### config.mk
export PLATFORM = sky130hd
export DESIGN_NAME = mul_adder_tree_flat
export DESIGN_NICKNAME = d
export VERILOG_FILES = /design/src/hw/mul_pkg.sv /design/src/hw/mul_stage_if.sv /design/src/hw/mul_adder_tree.sv /design/src/flat_wrapper.sv
export SDC_FILE = /design/constraint.sdc
export NUM_CORES = 2
export LEC_CHECK = 0
export BUFFER_PORTS_ARGS = -buffer_cell sky130_fd_sc_hd__buf_4
export CORE_ASPECT_RATIO = 1.2
export CORE_UTILIZATION = 60
export CTS_CLUSTER_SIZE = 14
export DETAILED_ROUTE_END_ITERATION = 8
export HOLD_SLACK_MARGIN = 0.12
export PLACE_DENSITY_LB_ADDON = 0.3
export SETUP_SLACK_MARGIN = 0.3
export SLEW_MARGIN = 20
export SYNTH_ARGS = -nofsm -noshare
export SYNTH_HDL_FRONTEND = slang
export SYNTH_SLANG_ARGS = --single-unit
### constraint.sdc
create_clock -name clk -period 75.5 [get_ports clk]
set_input_delay 3.775 -clock clk [delete_from_list [all_inputs] [get_ports clk]]
set_output_delay 3.775 -clock clk [all_outputs]
set_load 0.02 [all_outputs]
### src/hw/mul_pkg.sv
// RV32M multiply unit shared definitions
// Opcode encoding, datapath widths and pipeline depth constants

package mul_pkg;

	// Follows the low two bits of the RV32M funct3 field
	typedef enum logic [1:0] {
		MUL_LO  = 2'd0,
		MUL_HSS = 2'd1,
		MUL_HSU = 2'd2,
		MUL_HUU = 2'd3
	} mul_op_t;

	// Operand and result width
	localparam int XLEN = 32;

	// Full product width
	localparam int PROD_W = 2 * XLEN;

	// Destination register tag
	localparam int TAG_W = 5;

	// Pipeline depth per section
	localparam int PREP_STAGES = 1;
	localparam int TREE_STAGES = 5;
	localparam int SEL_STAGES  = 1;

	// Accepted request to valid result, in cycles
	localparam int MUL_LATENCY = PREP_STAGES + TREE_STAGES + SEL_STAGES;

endpackage

### src/hw/mul_stage_if.sv
// Multiply pipeline stage link
// Carries one in-flight multiply and its sideband between two stages

`timescale 1ns/1ps

interface mul_stage_if import mul_pkg::*; ();

	logic               valid;
	mul_op_t            op;
	logic               negate;
	logic [TAG_W-1:0]   tag;
	logic [XLEN-1:0]    a_mag;
	logic [XLEN-1:0]    b_mag;
	logic [PROD_W-1:0]  product;

	// Upstream stage drives everything
	modport src (
		output valid, op, negate, tag, a_mag, b_mag, product
	);

	// Downstream stage only samples
	modport snk (
		input valid, op, negate, tag, a_mag, b_mag, product
	);

endinterface

### src/hw/mul_adder_tree.sv
// Pipelined unsigned multiplier
// Sums 32 shifted partial products pairwise over five registered
// levels and delays the request sideband to match

`timescale 1ns/1ps

module mul_adder_tree import mul_pkg::*; (
	input  logic      clk,
	input  logic      rst,
	mul_stage_if.snk  i_stage,
	mul_stage_if.src  o_stage
);

	// One shifted copy of a per set bit of b
	logic [PROD_W-1:0] pp [XLEN];

	// Sideband delay line, one entry per tree level
	logic              valid_sr  [TREE_STAGES];
	mul_op_t           op_sr     [TREE_STAGES];
	logic              negate_sr [TREE_STAGES];
	logic [TAG_W-1:0]  tag_sr    [TREE_STAGES];

	genvar gi;
	genvar lv;

	for (gi = 0; gi < XLEN; gi++) begin : g_pp
		assign pp[gi] = i_stage.b_mag[gi] ?
			(PROD_W'(i_stage.a_mag) << gi) : '0;
	end

	// Level lv holds XLEN >> (lv + 1) sums, the last level a single one
	for (lv = 0; lv < TREE_STAGES; lv++) begin : g_level
		localparam int NODES = XLEN >> (lv + 1);

		logic [PROD_W-1:0] src [2 * NODES];
		logic [PROD_W-1:0] sum [NODES];

		if (lv == 0) begin : g_leaf
			assign src = pp;
		end else begin : g_inner
			assign src = g_level[lv-1].sum;
		end

		always_ff @(posedge clk or posedge rst) begin
			if (rst) begin
				for (int n = 0; n < NODES; n++) begin
					sum[n] <= '0;
				end
			end else begin
				for (int n = 0; n < NODES; n++) begin
					sum[n] <= src[2*n] + src[2*n+1];
				end
			end
		end
	end

	always_ff @(posedge clk or posedge rst) begin
		if (rst) begin
			for (int s = 0; s < TREE_STAGES; s++) begin
				valid_sr[s]  <= 1'b0;
				op_sr[s]     <= MUL_LO;
				negate_sr[s] <= 1'b0;
				tag_sr[s]    <= '0;
			end
		end else begin
			valid_sr[0]  <= i_stage.valid;
			op_sr[0]     <= i_stage.op;
			negate_sr[0] <= i_stage.negate;
			tag_sr[0]    <= i_stage.tag;
			for (int s = 1; s < TREE_STAGES; s++) begin
				valid_sr[s]  <= valid_sr[s-1];
				op_sr[s]     <= op_sr[s-1];
				negate_sr[s] <= negate_sr[s-1];
				tag_sr[s]    <= tag_sr[s-1];
			end
		end
	end

	assign o_stage.valid   = valid_sr[TREE_STAGES-1];
	assign o_stage.op      = op_sr[TREE_STAGES-1];
	assign o_stage.negate  = negate_sr[TREE_STAGES-1];
	assign o_stage.tag     = tag_sr[TREE_STAGES-1];
	assign o_stage.product = g_level[TREE_STAGES-1].sum[0];

	// Magnitudes end here, later stages only need the product
	assign o_stage.a_mag = '0;
	assign o_stage.b_mag = '0;

endmodule

### src/flat_wrapper.sv
// flat-port wrapper written by rule: the top's interface ports become plain ports
module mul_adder_tree_flat import mul_pkg::*;
  (clk, rst, i_stage_valid, i_stage_op, i_stage_negate, i_stage_tag, i_stage_a_mag, i_stage_b_mag, i_stage_product, o_stage_valid, o_stage_op, o_stage_negate, o_stage_tag, o_stage_a_mag, o_stage_b_mag, o_stage_product);
  mul_stage_if i_stage_i ();
  mul_stage_if o_stage_i ();
  input  logic clk;
  input  logic rst;
  input wire logic [$bits(i_stage_i.valid)-1:0] i_stage_valid;
  input wire logic [$bits(i_stage_i.op)-1:0] i_stage_op;
  input wire logic [$bits(i_stage_i.negate)-1:0] i_stage_negate;
  input wire logic [$bits(i_stage_i.tag)-1:0] i_stage_tag;
  input wire logic [$bits(i_stage_i.a_mag)-1:0] i_stage_a_mag;
  input wire logic [$bits(i_stage_i.b_mag)-1:0] i_stage_b_mag;
  input wire logic [$bits(i_stage_i.product)-1:0] i_stage_product;
  output wire logic [$bits(o_stage_i.valid)-1:0] o_stage_valid;
  output wire logic [$bits(o_stage_i.op)-1:0] o_stage_op;
  output wire logic [$bits(o_stage_i.negate)-1:0] o_stage_negate;
  output wire logic [$bits(o_stage_i.tag)-1:0] o_stage_tag;
  output wire logic [$bits(o_stage_i.a_mag)-1:0] o_stage_a_mag;
  output wire logic [$bits(o_stage_i.b_mag)-1:0] o_stage_b_mag;
  output wire logic [$bits(o_stage_i.product)-1:0] o_stage_product;
  assign i_stage_i.valid = i_stage_valid;
  assign i_stage_i.op = i_stage_op;
  assign i_stage_i.negate = i_stage_negate;
  assign i_stage_i.tag = i_stage_tag;
  assign i_stage_i.a_mag = i_stage_a_mag;
  assign i_stage_i.b_mag = i_stage_b_mag;
  assign i_stage_i.product = i_stage_product;
  assign o_stage_valid = o_stage_i.valid;
  assign o_stage_op = o_stage_i.op;
  assign o_stage_negate = o_stage_i.negate;
  assign o_stage_tag = o_stage_i.tag;
  assign o_stage_a_mag = o_stage_i.a_mag;
  assign o_stage_b_mag = o_stage_i.b_mag;
  assign o_stage_product = o_stage_i.product;
  mul_adder_tree u_core (.clk(clk), .rst(rst), .i_stage(i_stage_i), .o_stage(o_stage_i));
endmodule
After elaboration in Yosys (flattened, before gate mapping)
Cells that the tools add are included.

storage, ports and cells
  word-level logic and storage cells = 114
  bits of input ports = 139
  output and inout bits = 137
  register bits after elaboration = 2029

operators by class
  muxes and demuxes = 32
  add/subtract/negate cells = 31

operators with widths
  kind             count
  $add 64x64->64   31
  $mux 63          1
  $mux 62          1
  $mux 61          1
  $mux 60          1
  $mux 59          1
  $mux 58          1
  $mux 57          1
  $mux 56          1
  $mux 55          1
  $mux 54          1
  $mux 53          1
  $mux 52          1
  $mux 51          1
  $mux 50          1
  $mux 49          1
  $mux 48          1
  $mux 47          1
  $mux 46          1
  $mux 45          1
  $mux 44          1
  $mux 43          1
  $mux 42          1
  $mux 41          1
  9 further kinds  9

Longest topological paths before layout
  depth after elaboration = 2
  depth in mapped cells = 14
  gate-level depth less buffers = 13

Least setup slack after synthesis
Ideal clock, no wire load.

  path type = input-to-reg
  start point = in i_stage_b_mag[16]
  end point = reg u_core.g_level[0].sum[497] (netlist name)
  setup slack = 68.625 ns
  cell stages on the path = 14
  arrival = 6.749 ns
  required time = 75.374 ns
  cells stage by stage = clkbuf_1 > and2_1 > ha_1 > fa_1 > a21o_1 > a21oi_1 > o21a_1 > nor3_1 > o211ai_1 > o22ai_1 > a221o_1 > a2111oi_0 > or3_1 > o21ai_0

between the ends
  cells in the longest elaborated chain, start to end = 2

RTL lines
  what                           line                  RTL
  start, declared                flat_wrapper.sv:13    input wire logic [$bits(i_stage_i.b_mag)-1:0] i_stage_b_mag;
  $mux 48                        mul_adder_tree.sv:27  assign pp[gi] = i_stage.b_mag[gi] ?
  $add 64x64->64                 mul_adder_tree.sv:51  sum[n] <= src[2*n] + src[2*n+1];
  end signal, assigned by index  mul_adder_tree.sv:51
  end, declared                  mul_adder_tree.sv:36  logic [PROD_W-1:0] sum [NODES];

No other way between the ends.

==> impl_metrics.py <==
metrics = {
    "cts": {
        "ctsHoldBuffers": 0,
        "htreeDepth": 4,
        "post_cts_buffers": 0,
        "ctsResizeCount": 0,
        "clkLatencyLatePin_ns": 0.81,
        "cts-root-buf": "clkbuf_16",
        "cts_buffer_depth": 3,
        "cts.sinks": 1213,
        "cts_tree": "done",
        "clkTransAtPathRegs_ns": 0.06,
        "cts_made_buffers": 131,
    },
    "grt": {
        "grt_overflow_total": 0,
        "first_global_vias": 67400,
        "grt_max_degree": 106,
        "antenna_found_initial": 21,
        "grt_pass1_wl_um": 352000,
        "grt_usage_pct": 30.4,
    },
    "die": {
        "die_x_um": 349,
        "die_area_um2": 146000,
        "rows": 152,
        "core_um2": 143000,
        "die_h_um": 419,
        "start_util_pct": 60.6,
        "ioPinCount": 276,
    },
    "power_and_ir_drop": {
        "powerDensity_nw_per_um2": 35.4,
        "finalPower_mw": 3.31,
        "power.leakage_nw": 45.8,
        "peakVddDrop_uv": 30.9,
    },
    "hold_path": {
        "worstHoldEndpoint": "u_core.op_sr[7]",
        "hold_start": "u_core.op_sr[9]",
        "hold_path_depth": 0,
        "hold_path.class": "reg -> reg",
    },
    "synthesis": {
        "synthesis.area_um2": 86800,
        "seq_area_frac_synth_pct": 35.0,
        "ys_ff_latch": 1213,
        "synth_edf_count": 0,
        "yosys-top-cells-area": "dfrtp_1 35%, ha_1 14%, and2_1 7.5%",
        "async_flop_share_pct": 100,
        "synth_area_per_cell_um2": 9.27,
        "synth_ff_type": "dfrtp_1",
        "synth_largest_area_cell": "dfrtp_1",
        "yosysWarnings": 0,
        "syn-instance-count": 9359,
        "ys_types": 85,
        "synth_top_area_share_pct": 35.0,
    },
    "detailed_routing": {
        "vias": 68900,
        "drt_iter0_drc": 5414,
        "firstDrtPassIters": 6,
        "wl_um": 222000,
        "drc_errors": 0,
        "ant_nets": 0,
        "wl_per_cell_um": 19.5,
        "via_per_inst": 6.06,
    },
    "worst_setup_path": {
        "reg2reg_setup_slack_ns": 71.59,
        "cp_max_fo": 105,
        "reg2reg_depth": 12,
        "crit_type": "in -> async",
        "arrival_ns": 8.14,
        "crit_required_ns": 76.33,
        "worst_r2r_endpoint": "u_core.g_level[3].sum[62]",
        "crit_path_start_kind": "input pin",
        "r2r-start": "u_core.g_level[2].sum[88]",
        "cp-end-kind": "asynchronous set/reset pin",
    },
    "cells_and_area": {
        "drive_above_1_share_pct": 4.60,
        "multi_input_area_um2": 54000,
        "regArea_um2": 30400,
        "fin_area_um2": 93600,
        "nNetsFinal": 10500,
        "fillers": 11600,
        "area_delta_synth_final_pct": 7.82,
    },
    "timing": {
        "max_slew.worst_pin.slew_ns": 0.899,
        "fin_skew_ns": 0.0260,
        "finalSetupTns_ns": 0,
        "rsz0062_at_grt": "no",
        "final-hold-violation-count": 0,
        "layout_min_cycle_time_ns": 7.31,
        "final.period_utilization_pct": 9.68,
        "max-slew-margin-rel_pct": 40.0,
        "final-setup-viol-count": 0,
        "maxSlewViolCount": 0,
        "maxClockFrequency_mhz": 137,
    },
    "placement": {
        "placed_area_um2": 89000,
        "gp_congestion": 0.974,
        "io_buffers": 147,
        "dp_hpwl_um": 166000,
    },
    "run_status": {
        "outcome": "finished clean",
    },
    "job": {
        "max_cap_viol_count": 0,
    },
}
[stage by stage]
| step | instances | hold WS, ns | setup slack, ns | util (%) |
|---|---|---|---|---|
| detailed placement | 11100 | 0.335 | 66.75 | 62.1 |
| floorplan | 9422 | 0.331 | 37.55 | - |
| CTS | 11400 | 0.346 | 67.61 | 65.3 |
| global placement | 11100 | 0.332 | 66.96 | 62.1 |
| global route | 11400 | 0.348 | 67.42 | 65.3 |
| finish | 11400 | 0.343 | 68.19 | 65.3 |
[flip-flops by register name, indices dropped and copies added, names as in the netlist]
| signal | cells |
|---|---|
| u_core.o_stage.tag | 5 |
| u_core.o_stage.op | 2 |
| u_core.negate_sr | 4 |
| u_core.tag_sr | 20 |
| u_core.o_stage.product | 64 |
| u_core.o_stage.negate | 1 |
| u_core.g_level.sum | 1104 |
| u_core.valid_sr | 4 |
| u_core.op_sr | 8 |
| u_core.o_stage.valid | 1 |
[per-layer routing]
metal  track usage (%)  share of wire [%]
met5                 0              0.015
met4              15.1                5.1
met3              3.78                5.5
met2              52.3                 48
met1              37.5                 41
[layout by cell type (no fill, tap or decap), types with 35 or more instances in the layout]
cell       count
and2_1      1041
o211ai_1      43
and3_1       107
nor2_1       469
a21oi_1      862
or3_1         38
nand3_1      166
buf_4        165
xor2_1       303
a21o_1       522
nand2_1      455
clkbuf_16    138
dfrtp_1     1213
xnor2_1      638
inv_1        239
conb_1        64
o31ai_1       35
o21bai_1     140
a31oi_1      106
nor2b_1      107
nor3_1       130
o21ai_0      470
nand2b_1     121
o21a_1       112
a211oi_1      84
ha_1         987
nand4_1      104
[worst max path at each step]
stage / from / endpoint / slack (ns) / cells past startpoint
floorplan: rst / u_core.g_level[0].sum[100] / 37.55 / 1
global placement: rst / u_core.g_level[0].sum[961] / 66.96 / 7
detailed placement: rst / u_core.g_level[0].sum[961] / 66.75 / 7
CTS: rst / u_core.g_level[0].sum[968] / 67.61 / 7
global route: rst / u_core.g_level[0].sum[965] / 67.42 / 7
finish: rst / u_core.g_level[0].sum[973] / 68.19 / 7
[power breakdown]
part	switching, mW	total [mW]	leakage [nW]	internal (mW)
Clock	0.273	0.680	2.25	0.407
Sequential	0.112	0.975	14.6	0.863
Combinational	0.990	1.65	28.9	0.664
[area by class of cell]
class / count / area share, %
flip-flops and latches: 1213 / 32.4
diodes: 8 / 0.0214
clock inverters: 53 / 0.786
clock buffers: 188 / 4.14
well taps: 1925 / 2.57
multi-input cells: 7575 / 57.7
inverters: 241 / 0.975
repair buffers: 166 / 1.34
[Yosys cell counts (107+ instances only)]
library cell  instances
o21ai_0             470
inv_1               240
ha_1                987
xnor2_1             638
o21bai_1            140
nand3_1             166
nor3_1              130
a21o_1              522
nand2_1             455
and2_1             1041
xor2_1              303
dfrtp_1            1213
clkbuf_1            317
and3_1              107
nand2b_1            121
o21a_1              112
a21oi_1             862
nor2b_1             107
nor2_1              469
[logic make-up (layout without fill, tap and decap cells)]
group | after synthesis | after routing | share of synthesized area, %
adder cells (fa/ha/maj) | 1018 | 1018 | 14.9
AND/OR/NAND/NOR | 2847 | 2847 | 17.6
other | 1 | 72 | 0.00432
buffers and inverters | 634 | 648 | 3.05
XOR/XNOR | 941 | 941 | 9.49
multiplexers | 2 | 2 | 0.0231
AO/OA/AOI/OAI | 2703 | 2703 | 19.9
flip-flops | 1213 | 1213 | 35.0
[critical path: stages]
cell and delay (ns):
buf_4 0.13, inv_8 0.46, buf_4 0.69, buf_4 0.64
buf_4 0.76, buf_4 0.78, buf_6 0.68
No activity file was read; power rests on OpenSTA's default activity.
