<file path="src/hw/mul_pkg.sv">
// RV32M multiply unit shared definitions
// Opcode encoding, datapath widths and pipeline depth constants

package mul_pkg;

	// Follows the low two bits of the RV32M funct3 field
	typedef enum logic [1:0] {
		MUL_LO  = 2'd0,
		MUL_HSS = 2'd1,
		MUL_HSU = 2'd2,
		MUL_HUU = 2'd3
	} mul_op_t;

	// Operand and result width
	localparam int XLEN = 32;

	// Full product width
	localparam int PROD_W = 2 * XLEN;

	// Destination register tag
	localparam int TAG_W = 5;

	// Pipeline depth per section
	localparam int PREP_STAGES = 1;
	localparam int TREE_STAGES = 5;
	localparam int SEL_STAGES  = 1;

	// Accepted request to valid result, in cycles
	localparam int MUL_LATENCY = PREP_STAGES + TREE_STAGES + SEL_STAGES;

endpackage

</file>
<file path="src/hw/mul_stage_if.sv">
// Multiply pipeline stage link
// Carries one in-flight multiply and its sideband between two stages

`timescale 1ns/1ps

interface mul_stage_if import mul_pkg::*; ();

	logic               valid;
	mul_op_t            op;
	logic               negate;
	logic [TAG_W-1:0]   tag;
	logic [XLEN-1:0]    a_mag;
	logic [XLEN-1:0]    b_mag;
	logic [PROD_W-1:0]  product;

	// Upstream stage drives everything
	modport src (
		output valid, op, negate, tag, a_mag, b_mag, product
	);

	// Downstream stage only samples
	modport snk (
		input valid, op, negate, tag, a_mag, b_mag, product
	);

endinterface

</file>
<file path="src/hw/mul_operand_prep.sv">
// Multiply operand preparation
// Registers the request, picks operand signedness from the opcode
// and converts operands to unsigned magnitudes plus a negate flag

`timescale 1ns/1ps

module mul_operand_prep import mul_pkg::*; (
	input  logic              clk,
	input  logic              rst,
	input  logic              i_valid,
	input  mul_op_t           i_op,
	input  logic [XLEN-1:0]   i_a,
	input  logic [XLEN-1:0]   i_b,
	input  logic [TAG_W-1:0]  i_rd,
	mul_stage_if.src          o_stage
);

	logic             a_signed;
	logic             b_signed;
	logic             a_neg;
	logic             b_neg;
	logic [XLEN-1:0]  a_mag;
	logic [XLEN-1:0]  b_mag;

	// MUL uses signed treatment too, the low word does not change
	assign a_signed = (i_op != MUL_HUU);
	assign b_signed = (i_op == MUL_LO) || (i_op == MUL_HSS);

	assign a_neg = a_signed & i_a[XLEN-1];
	assign b_neg = b_signed & i_b[XLEN-1];

	// Most negative value maps onto its own bit pattern as unsigned
	assign a_mag = a_neg ? (~i_a + 1'b1) : i_a;
	assign b_mag = b_neg ? (~i_b + 1'b1) : i_b;

	always_ff @(posedge clk or posedge rst) begin
		if (rst) begin
			o_stage.valid  <= 1'b0;
			o_stage.op     <= MUL_LO;
			o_stage.negate <= 1'b0;
			o_stage.tag    <= '0;
			o_stage.a_mag  <= '0;
			o_stage.b_mag  <= '0;
		end else begin
			o_stage.valid  <= i_valid;
			o_stage.op     <= i_op;
			o_stage.negate <= a_neg ^ b_neg;
			o_stage.tag    <= i_rd;
			o_stage.a_mag  <= a_mag;
			o_stage.b_mag  <= b_mag;
		end
	end

	// No product exists yet at this point
	assign o_stage.product = '0;

endmodule

</file>
<file path="src/flat_wrapper.sv">
// flat-port wrapper written by rule: the top's interface ports become plain ports
module mul_operand_prep_flat import mul_pkg::*;
  (clk, rst, i_valid, i_op, i_a, i_b, i_rd, o_stage_valid, o_stage_op, o_stage_negate, o_stage_tag, o_stage_a_mag, o_stage_b_mag, o_stage_product);
  mul_stage_if o_stage_i ();
  input  logic clk;
  input  logic rst;
  input  logic i_valid;
  input  mul_op_t i_op;
  input  logic [XLEN-1:0] i_a;
  input  logic [XLEN-1:0] i_b;
  input  logic [TAG_W-1:0] i_rd;
  output wire logic [$bits(o_stage_i.valid)-1:0] o_stage_valid;
  output wire logic [$bits(o_stage_i.op)-1:0] o_stage_op;
  output wire logic [$bits(o_stage_i.negate)-1:0] o_stage_negate;
  output wire logic [$bits(o_stage_i.tag)-1:0] o_stage_tag;
  output wire logic [$bits(o_stage_i.a_mag)-1:0] o_stage_a_mag;
  output wire logic [$bits(o_stage_i.b_mag)-1:0] o_stage_b_mag;
  output wire logic [$bits(o_stage_i.product)-1:0] o_stage_product;
  assign o_stage_valid = o_stage_i.valid;
  assign o_stage_op = o_stage_i.op;
  assign o_stage_negate = o_stage_i.negate;
  assign o_stage_tag = o_stage_i.tag;
  assign o_stage_a_mag = o_stage_i.a_mag;
  assign o_stage_b_mag = o_stage_i.b_mag;
  assign o_stage_product = o_stage_i.product;
  mul_operand_prep u_core (.clk(clk), .rst(rst), .i_valid(i_valid), .i_op(i_op), .i_a(i_a), .i_b(i_b), .i_rd(i_rd), .o_stage(o_stage_i));
endmodule
</file>
<file path="config.mk">
export PLATFORM = sky130hd
export DESIGN_NAME = mul_operand_prep_flat
export DESIGN_NICKNAME = d
export VERILOG_FILES = /design/src/hw/mul_pkg.sv /design/src/hw/mul_stage_if.sv /design/src/hw/mul_operand_prep.sv /design/src/flat_wrapper.sv
export SDC_FILE = /design/constraint.sdc
export NUM_CORES = 1
export LEC_CHECK = 0
export BUFFER_PORTS_ARGS = -buffer_cell sky130_fd_sc_hd__buf_2
export CAP_MARGIN = 10
export CORE_MARGIN = 8
export CORE_UTILIZATION = 45
export CTS_BUF_LIST = sky130_fd_sc_hd__clkbuf_16
export CTS_CLUSTER_DIAMETER = 150
export DETAILED_ROUTE_END_ITERATION = 10
export PLACE_DENSITY = 0.81
export SYNTH_ARGS = -nofsm -noshare
export SYNTH_HDL_FRONTEND = slang
export SYNTH_SLANG_ARGS = --single-unit
</file>
<file path="constraint.sdc">
create_clock -name clk -period 2.5 [get_ports clk]
set_clock_uncertainty 0.2 [all_clocks]
set_input_delay 0.25 -clock clk [delete_from_list [all_inputs] [get_ports clk]]
set_output_delay 0.25 -clock clk [all_outputs]
set_load 0.005 [all_outputs]
</file>
# Word-level counts from Yosys, hierarchy flattened
# Cells that the tools add are included.
word_totals:
  register_bits: 73
  out_inout_bits: 137
  input_bits: 74
  word_cells: 19
op_classes:
  bitwise: 5
  reduce_logical: 2
  eq_ne: 2
  addsub: 2
  n_mux: 2
ops:
  columns: ["op", "n"]
  rows:
  - ["32-bit by 1-bit adder with 32-bit output, second input constant", 2]
  - ["32-bit 2-to-1 mux", 2]
  - ["32-bit inverter", 2]
  - ["1-bit bitwise AND", 2]
  - ["2-bit by 1-bit == test with 1-bit output, second input constant", 1]
  - ["2-bit zero test", 1]
  - ["2-bit inequality test, second input constant", 1]
  - ["1-bit logical OR", 1]
  - ["1-bit XOR", 1]

# Depth between registers and ports, before layout
# Gate-level depths: netlist of the first run.
logic_depth:
  depth_word: 4
  mapped_depth: 6
  mapped_depth_nobuf: 6

# Worst setup path after synthesis of the first run
# No wires, ideal clock.
synth_path:
  path_type: "input to register"
  from: "input i_b[1]"
  to: "register u_core.o_stage.b_mag[30]"
  path_slack_ns: 0.314
  setup_time_ns: 0.069
  t_arrival_ns: 1.917
  n_path_buf: 0
  t_required_ns: 2.231
  cell_stages: 6
  path_cell_list: "inv_1 ha_1 or4b_1 or4_1 or3_1 nand3_1"
synth_between:
  elab_chain_len: 3
synth_lines:
  columns: ["element", "line_no", "text"]
  rows:
  - ["start: declaration", "flat_wrapper.sv:10", "input logic [XLEN-1:0] i_b;"]
  - ["32-bit inverter", "mul_operand_prep.sv:34", "assign b_mag = b_neg ? (~i_b + 1'b1) : i_b;"]
  - ["32-bit by 1-bit adder with 32-bit output", "mul_operand_prep.sv:34", null]
  - ["32-bit 2-to-1 mux", "mul_operand_prep.sv:34", null]
  - ["via u_core.b_mag[30]", "mul_operand_prep.sv:23", "logic [XLEN-1:0] b_mag;"]
  - ["end: declaration", "mul_stage_if.sv:18", "output valid, op, negate, tag, a_mag, b_mag, product"]
# The timed path passes the listed nets, and every way through them passes these cells.

# Final worst setup path of the first run
layout_path:
  from: "input i_b[4]"
  to: "register u_core.o_stage.b_mag[30]"
# Same word-level chain as after synthesis.

==> impl_metrics.py, run 1 <==
metrics = {
    "route": {
        "antenna_left": 0,
        "wl_per_cell_um": 16.5,
        "routed_wl_mm": 11.4,
        "drt_iter0_drc": 83,
        "drc": 0,
        "avgViaCountPerCell": 4.82,
        "vias": 3326,
        "first_pass_iters": 4,
    },
    "setup_path": {
        "cp.required_ns": 2.56,
        "crit_path_end_kind": "flop",
        "cp.buffers_inverters": 2,
        "cp.arrival_ns": 2.48,
        "crit_path_start": "i_b[4]",
        "crit_path_max_incr_delay_ns": 0.58,
        "worstPathCellList": "dlygate4sd3_1 > buf_2 > or4b_1 > or4_1 > or3_1 > nand3_1",
        "crit_type": "primary input to flop",
        "critPathMaxFanout": 3,
        "cp_slowest_cell": "or4b_1",
        "path_delay_family": "simple AND/OR/NAND/NOR gates",
        "startpoint_type": "primary input",
    },
    "worst_hold_path": {
        "hp-start": "i_b[31]",
        "hp-class": "primary input to flop",
        "whs_endpoint": "u_core.o_stage.b_mag[31]",
        "hold_depth": 3,
    },
    "floorplanning": {
        "initial_core_util": 0.460,
        "pin_count": 211,
        "die_h_um": 107,
        "die_w_um": 107,
        "coreArea_um2": 8130,
        "placementRows": 33,
        "die-area_um2": 11500,
    },
    "placement": {
        "buffer_ports.inserted": 146,
        "dp_hpwl_mm": 8.30,
        "placed_cell_area_um2": 4400,
        "place.gp.congestion": 0.842,
        "pre_cts_slack_ns": 0.119,
    },
    "timing": {
        "hold_viol_final": 0,
        "fin_crit_sh": 0.969,
        "worst_slack_ns": 0.0776,
        "relSlewSlack": 0.452,
        "fmax_mhz": 413,
        "worstMarginPinSlew_ns": 0.820,
        "slew_viol_final": 0,
        "finalSetupViolCount": 0,
        "min_period_ns": 2.42,
        "rsz0062_at_grt": "no",
        "tns_ns": 0,
    },
    "final_layout": {
        "final_nets": 656,
        "fin_area_um2": 5420,
        "drive_gt1_frac": 0.303,
        "antennaDiodeCount": 0,
        "fillers": 585,
        "area_delta_synth_final_pct": 44.8,
    },
    "pwr": {
        "power_density_nw_per_um2": 603,
        "ir_worst_vdd_v": 0.000316,
        "leakage_nw": 2.55,
    },
    "global_routing": {
        "grt_start_max_net_pins": 40,
        "grt-ovfl-total": 0,
        "antenna_found_initial": 0,
        "grt_pass1_wl_mm": 18.0,
        "grt_pass1_vias": 3727,
        "track_usage": 0.196,
    },
    "clocking": {
        "cts_buffers": 9,
        "cts_buffer_depth": 2,
        "cts_tree": "built",
        "clock-sinks": 73,
        "htreeDepth": 3,
        "clk_pin_slew_ns": 0.06,
        "root_buffer": "clkbuf_16",
    },
    "yosys": {
        "synth_area_per_cell_um2": 10.5,
        "yosys_warnings": 0,
        "async_flop_share": 1.00,
        "synth_seq_cells": 73,
        "synth_flop_cell": "dfrtp_1",
        "yosys.area.top_type": "dfrtp_1",
        "synth.distinct_cells": 34,
        "synth-seq-area-share": 0.488,
        "synth_most_common_cell": "dfrtp_1",
        "synth_top_area_share": 0.488,
        "netlist_area_um2": 3740,
        "syn_inst": 356,
        "synth.top_cells.by_count": "73 x dfrtp_1, 64 x buf_4, 39 x xnor2_1",
        "synth-edff-count": 0,
        "ys_top_cells_by_area": "dfrtp_1 49%, buf_4 13%, xnor2_1 9.1%",
    },
    "status": {
        "status": "finished clean",
    },
    "flow_run": {
        "drv_cap": 0,
    },
}
==> worst min-delay path, stage by stage <==
cell,delay (ns)
buf_2,0.14
nand2_1,0.06
o41ai_1,0.06
==> timing repair <==
action	CTS	global route
setup buffers	0	0
endpoints found under the setup margin	0	4
hold buffers	69	0
hold endpoints to repair	106	0
gates resized for setup	0	1
==> layout by cell type, fill, tap and decap left out, types with 2 or more instances in the layout <==
master,count
a21oi_1,9
a31oi_1,6
and2_1,4
buf_2,146
buf_4,9
bufinv_16,2
clkbuf_16,9
conb_1,64
dfrtp_1,73
dlygate4sd3_1,69
ha_1,2
inv_1,4
nand2_1,13
nand3_1,5
nand3b_1,3
nand4_1,3
nor2_1,19
nor3_1,12
nor4_1,5
o21ai_0,16
o31ai_1,17
o41ai_1,8
or2_2,2
or3_1,7
or4_1,3
xnor2_1,39
xor2_1,19
==> final cells by class <==
class	instances	area, um2	share of cell area
multi-input combinational	266	1610	0.298
clock inverter	7	93.8	0.0173
timing repair buffer	225	1510	0.279
tap	105	131	0.0242
sequential	73	1830	0.337
clock buffer	9	225	0.0416
inverter	5	18.8	0.00346
==> routing by layer <==
layer | vias to the layer above | track usage | wire (um)
met1 | 1580 | 0.206 | 4320
met2 | 178 | 0.351 | 5860
li1 | 1548 | - | -
met3 | 20 | 0.0642 | 975
met4 | 0 | 0.0844 | 227
met5 | - | 0 | 0
==> stage by stage <==
step | util | hold WS (ns) | total power [mW] | cells
floorplan | - | 0.0814 | 1.63 | 419
global placement | 0.541 | 0.159 | 1.82 | 605
detailed placement | 0.541 | 0.161 | 1.83 | 605
CTS | 0.666 | 0.0213 | 3.28 | 690
global route | 0.666 | 0.0389 | 3.42 | 690
finish | 0.666 | 0.0289 | 3.27 | 690
==> flip-flops by register name (all words and copies together), names as in the netlist <==
name                   count
u_core.o_stage.a_mag      32
u_core.o_stage.b_mag      32
u_core.o_stage.tag         5
u_core.o_stage.op          2
u_core.o_stage.negate      1
u_core.o_stage.valid       1
==> where the power goes <==
group,internal (mW),switching (mW)
Clock,0.873,0.488
Combinational,0.285,0.294
Sequential,1.30,0.0318
==> how the worst max path moves through the flow <==
stage | endpoint | slack, ns | cells past startpoint
2_1_floorplan | u_core.o_stage.a_mag[0] | 0.20 | 1
3_3_place_gp | u_core.o_stage.b_mag[30] | 0.16 | 7
3_5_place_dp | u_core.o_stage.b_mag[30] | 0.12 | 7
4_1_cts | u_core.o_stage.b_mag[29] | 0.005 | 6
5_1_grt | u_core.o_stage.b_mag[30] | 0.02 | 6
6_report | u_core.o_stage.b_mag[30] | 0.08 | 6
==> kinds of logic after synthesis <==
family | count (synthesis) | synth area share
DFF | 73 | 0.488
xor gates and xnor gates | 58 | 0.136
AOI/OAI and AO/OA | 58 | 0.103
buffers and inverters | 80 | 0.145
other | 1 | 0.00100
adders and majority gates | 2 | 0.00669
and+or+nand+nor | 84 | 0.120
(Power assumes the default switching activity.)
==> run 2, diff against run 1 <==
- ABC_AREA: unset -> 1
- PLACE_DENSITY: 0.81 -> 0.79
==> run 2 against run 1 <==
Synthesized cell count is 56% higher. Cell count up 31%. Sequential share of layout area shrank 2.2 points. Non-clock buffer count fell by 17. Clock power hardly changed. Global-route usage grew 1.6 points. First-iteration DRC count is 120% higher. Worst setup slack better by 0.41 ns. Critical path depth increased by 4. Sequential power about the same. Critical endpoint is now u_core.o_stage.a_mag[18]. Largest cell class is now multi-input combinational cells. Largest power group unchanged. Highest routed layer unchanged.
==> impl_metrics.py, run 2 <==
metrics = {
    "status": {
        "status": "finished clean",
    },
    "pwr": {
        "power_density_nw_per_um2": 574,
        "leakage_nw": 3.03,
        "p_clk_frac": 0.404,
        "comb_power_share": 0.196,
        "sw_frac_of_total": 0.266,
        "intPower_mw": 2.45,
        "ir_worst_vdd_v": 0.000390,
        "p_seq_frac": 0.400,
        "power.switching_mw": 0.888,
    },
    "yosys": {
        "ys_top_cells_by_area": "dfrtp_1 43%, nand2_1 13%, buf_4 11%",
        "yosys.area.top_type": "dfrtp_1",
        "synth_seq_cells": 73,
        "synth-seq-area-share": 0.427,
        "synth_flop_cell": "dfrtp_1",
        "synth_top_area_share": 0.427,
        "synth.distinct_cells": 28,
        "synth_most_common_cell": "nand2_1",
        "syn_inst": 557,
        "synth_area_per_cell_um2": 7.68,
        "yosys_warnings": 0,
        "synth-edff-count": 0,
        "netlist_area_um2": 4280,
        "synth.top_cells.by_count": "152 x nand2_1, 99 x nor2_1, 73 x dfrtp_1",
        "async_flop_share": 1.00,
    },
    "floorplanning": {
        "initial_core_util": 0.463,
        "die_h_um": 114,
        "die_w_um": 114,
        "pin_count": 211,
        "placementRows": 35,
        "coreArea_um2": 9240,
        "die-area_um2": 12900,
    },
    "final_layout": {
        "largestRegisters": "u_core.o_stage.a_mag x32, u_core.o_stage.b_mag x32, u_core.o_stage.tag x5",
        "drive_gt1_frac": 0.239,
        "fin_area_um2": 5800,
        "final_cell_mix": "152 x nand2_1, 146 x buf_2, 99 x nor2_1, 73 x dfrtp_1, 64 x conb_1",
        "fin_util": 0.628,
        "fillers": 805,
        "antennaDiodeCount": 0,
        "final_common_cell": "nand2_1",
        "area_delta_synth_final_pct": 35.6,
        "final_nets": 845,
    },
    "global_routing": {
        "antenna_found_initial": 0,
        "track_usage": 0.212,
        "grt_start_max_net_pins": 32,
        "grt-ovfl-total": 0,
        "grt_pass1_wl_mm": 21.8,
        "grt_pass1_vias": 4466,
    },
    "setup_path": {
        "crit_type": "primary input to flop",
        "critPathMaxFanout": 4,
        "startpoint_type": "primary input",
        "cp.arrival_ns": 2.03,
        "cp.required_ns": 2.52,
        "crit_path_end": "u_core.o_stage.a_mag[18]",
        "crit_path_end_kind": "flop",
        "crit_path_start": "i_a[0]",
    },
    "timing": {
        "fmax_mhz": 496,
        "relSlewSlack": 0.621,
        "finalSetupViolCount": 0,
        "rsz0062_at_grt": "no",
        "slew_viol_final": 0,
        "fin_crit_sh": 0.807,
        "worstMarginPinSlew_ns": 0.568,
        "min_period_ns": 2.02,
        "tns_ns": 0,
        "hold_viol_final": 0,
    },
    "worst_hold_path": {
        "hold_depth": 3,
        "hp-class": "primary input to flop",
    },
    "clocking": {
        "cts_tree": "built",
        "clk_pin_slew_ns": 0.06,
        "htreeDepth": 3,
        "cts_buffers": 9,
        "clock-sinks": 73,
        "root_buffer": "clkbuf_16",
        "cts-resized-gates": 0,
        "cts_buffer_depth": 2,
    },
    "route": {
        "avgViaCountPerCell": 4.59,
        "drt_iter0_drc": 179,
        "wl_per_cell_um": 14.8,
        "antenna_left": 0,
        "drc": 0,
        "vias": 4144,
        "routed_wl_mm": 13.4,
        "first_pass_iters": 5,
    },
    "placement": {
        "buffer_ports.inserted": 146,
        "placed_cell_area_um2": 4900,
        "place.gp.congestion": 0.962,
        "dp_hpwl_mm": 10.3,
    },
    "flow_run": {
        "drv_cap": 0,
    },
}
==> run 2: cell count changes in the layout (fill, tap and decap cells not counted), sizes merged, moves of 5 or more <==
cell         change
nand2          +144
xnor2           -26
a21oi            -5
a31oi            -6
nor2            +92
o41ai            -9
buf              -7
dlygate4sd3     -10
or3              -8
nor4             -5
o31ai           -17
nor3            -10
inv             +37
nand3           +28
==> run 2: worst max-delay path, stage by stage <==
cell and delay, ns:
dlygate4sd3_1 0.55, buf_2 0.14, inv_1 0.07, ha_1 0.17, nand3_1 0.13, nor2_1 0.23, nand2_1 0.09, nand2_1 0.17
nand2_1 0.09, xor2_1 0.14
==> run 2: layer usage <==
layer / wire, um / part of all wire / up-vias / track usage
met3: 1090 / 0.081 / 28 / 0.0586
met1: 5300 / 0.40 / 1911 / 0.233
li1: - / - / 2011 / -
met5: 0 / 0 / - / 0
met2: 6640 / 0.50 / 194 / 0.374
met4: 345 / 0.026 / 0 / 0.0933
==> run 2: cell type report <==
| class | count | area (um2) | share of cell area |
|---|---|---|---|
| Multi-Input combinational cell | 435 | 2000 | 0.345 |
| Sequential cell | 73 | 1830 | 0.315 |
| Timing Repair Buffer | 208 | 1340 | 0.232 |
| Clock buffer | 9 | 225 | 0.0388 |
| Tap cell | 129 | 161 | 0.0278 |
| Inverter | 42 | 158 | 0.0272 |
| Clock inverter | 7 | 86.3 | 0.0149 |
==> run 2: metrics by stage <==
step                      power (mW)  worst slack (ns)  hold slack (ns)  instances
after floorplan                 1.72             0.197           0.0814        620
after global placement          1.92             0.756            0.144        828
after detailed placement        1.93             0.734            0.145        828
after CTS                       3.37             0.521          0.00343        903
after global routing            3.51             0.371           0.0213        903
final                           3.33             0.483          0.00944        903
==> run 2: how the worst min path moves through the flow <==
stage                       start                       end  slack, ns
after floorplan            i_a[0]   u_core.o_stage.a_mag[0]       0.08
after global placement        rst  u_core.o_stage.b_mag[19]       0.14
after detailed placement      rst  u_core.o_stage.b_mag[17]       0.14
after CTS                 i_b[26]  u_core.o_stage.b_mag[26]      0.003
after global routing      i_a[11]  u_core.o_stage.a_mag[11]       0.02
final                     i_b[26]  u_core.o_stage.b_mag[26]      0.009
==> run 2: power by group through the flow <==
| stage | Combinational, mW | Sequential (mW) | Clock, mW |
|---|---|---|---|
| 6_report | 0.652 | 1.33 | 1.35 |
| 3_5_place_dp | 0.574 | 1.35 | 0 |
| 3_3_place_gp | 0.568 | 1.35 | 0 |
| 5_1_grt | 0.733 | 1.34 | 1.43 |
| 2_1_floorplan | 0.349 | 1.37 | 0 |
| 4_1_cts | 0.647 | 1.33 | 1.39 |
==> run 2: timing repair <==
item | 4_1_cts | 5_1_grt
hold buffers | 59 | 0
buffers inserted | 0 | 0
hold endpoints to repair | 84 | 0
==> run 2: logic make-up after synthesis <==
logic type	Yosys count	synth area share
xor+xnor	36	0.0737
simple gates	310	0.300
buf+inv	112	0.160
other cells	1	0.000876
compound gates	23	0.0319
flops	73	0.427
fa+ha+maj	2	0.00585
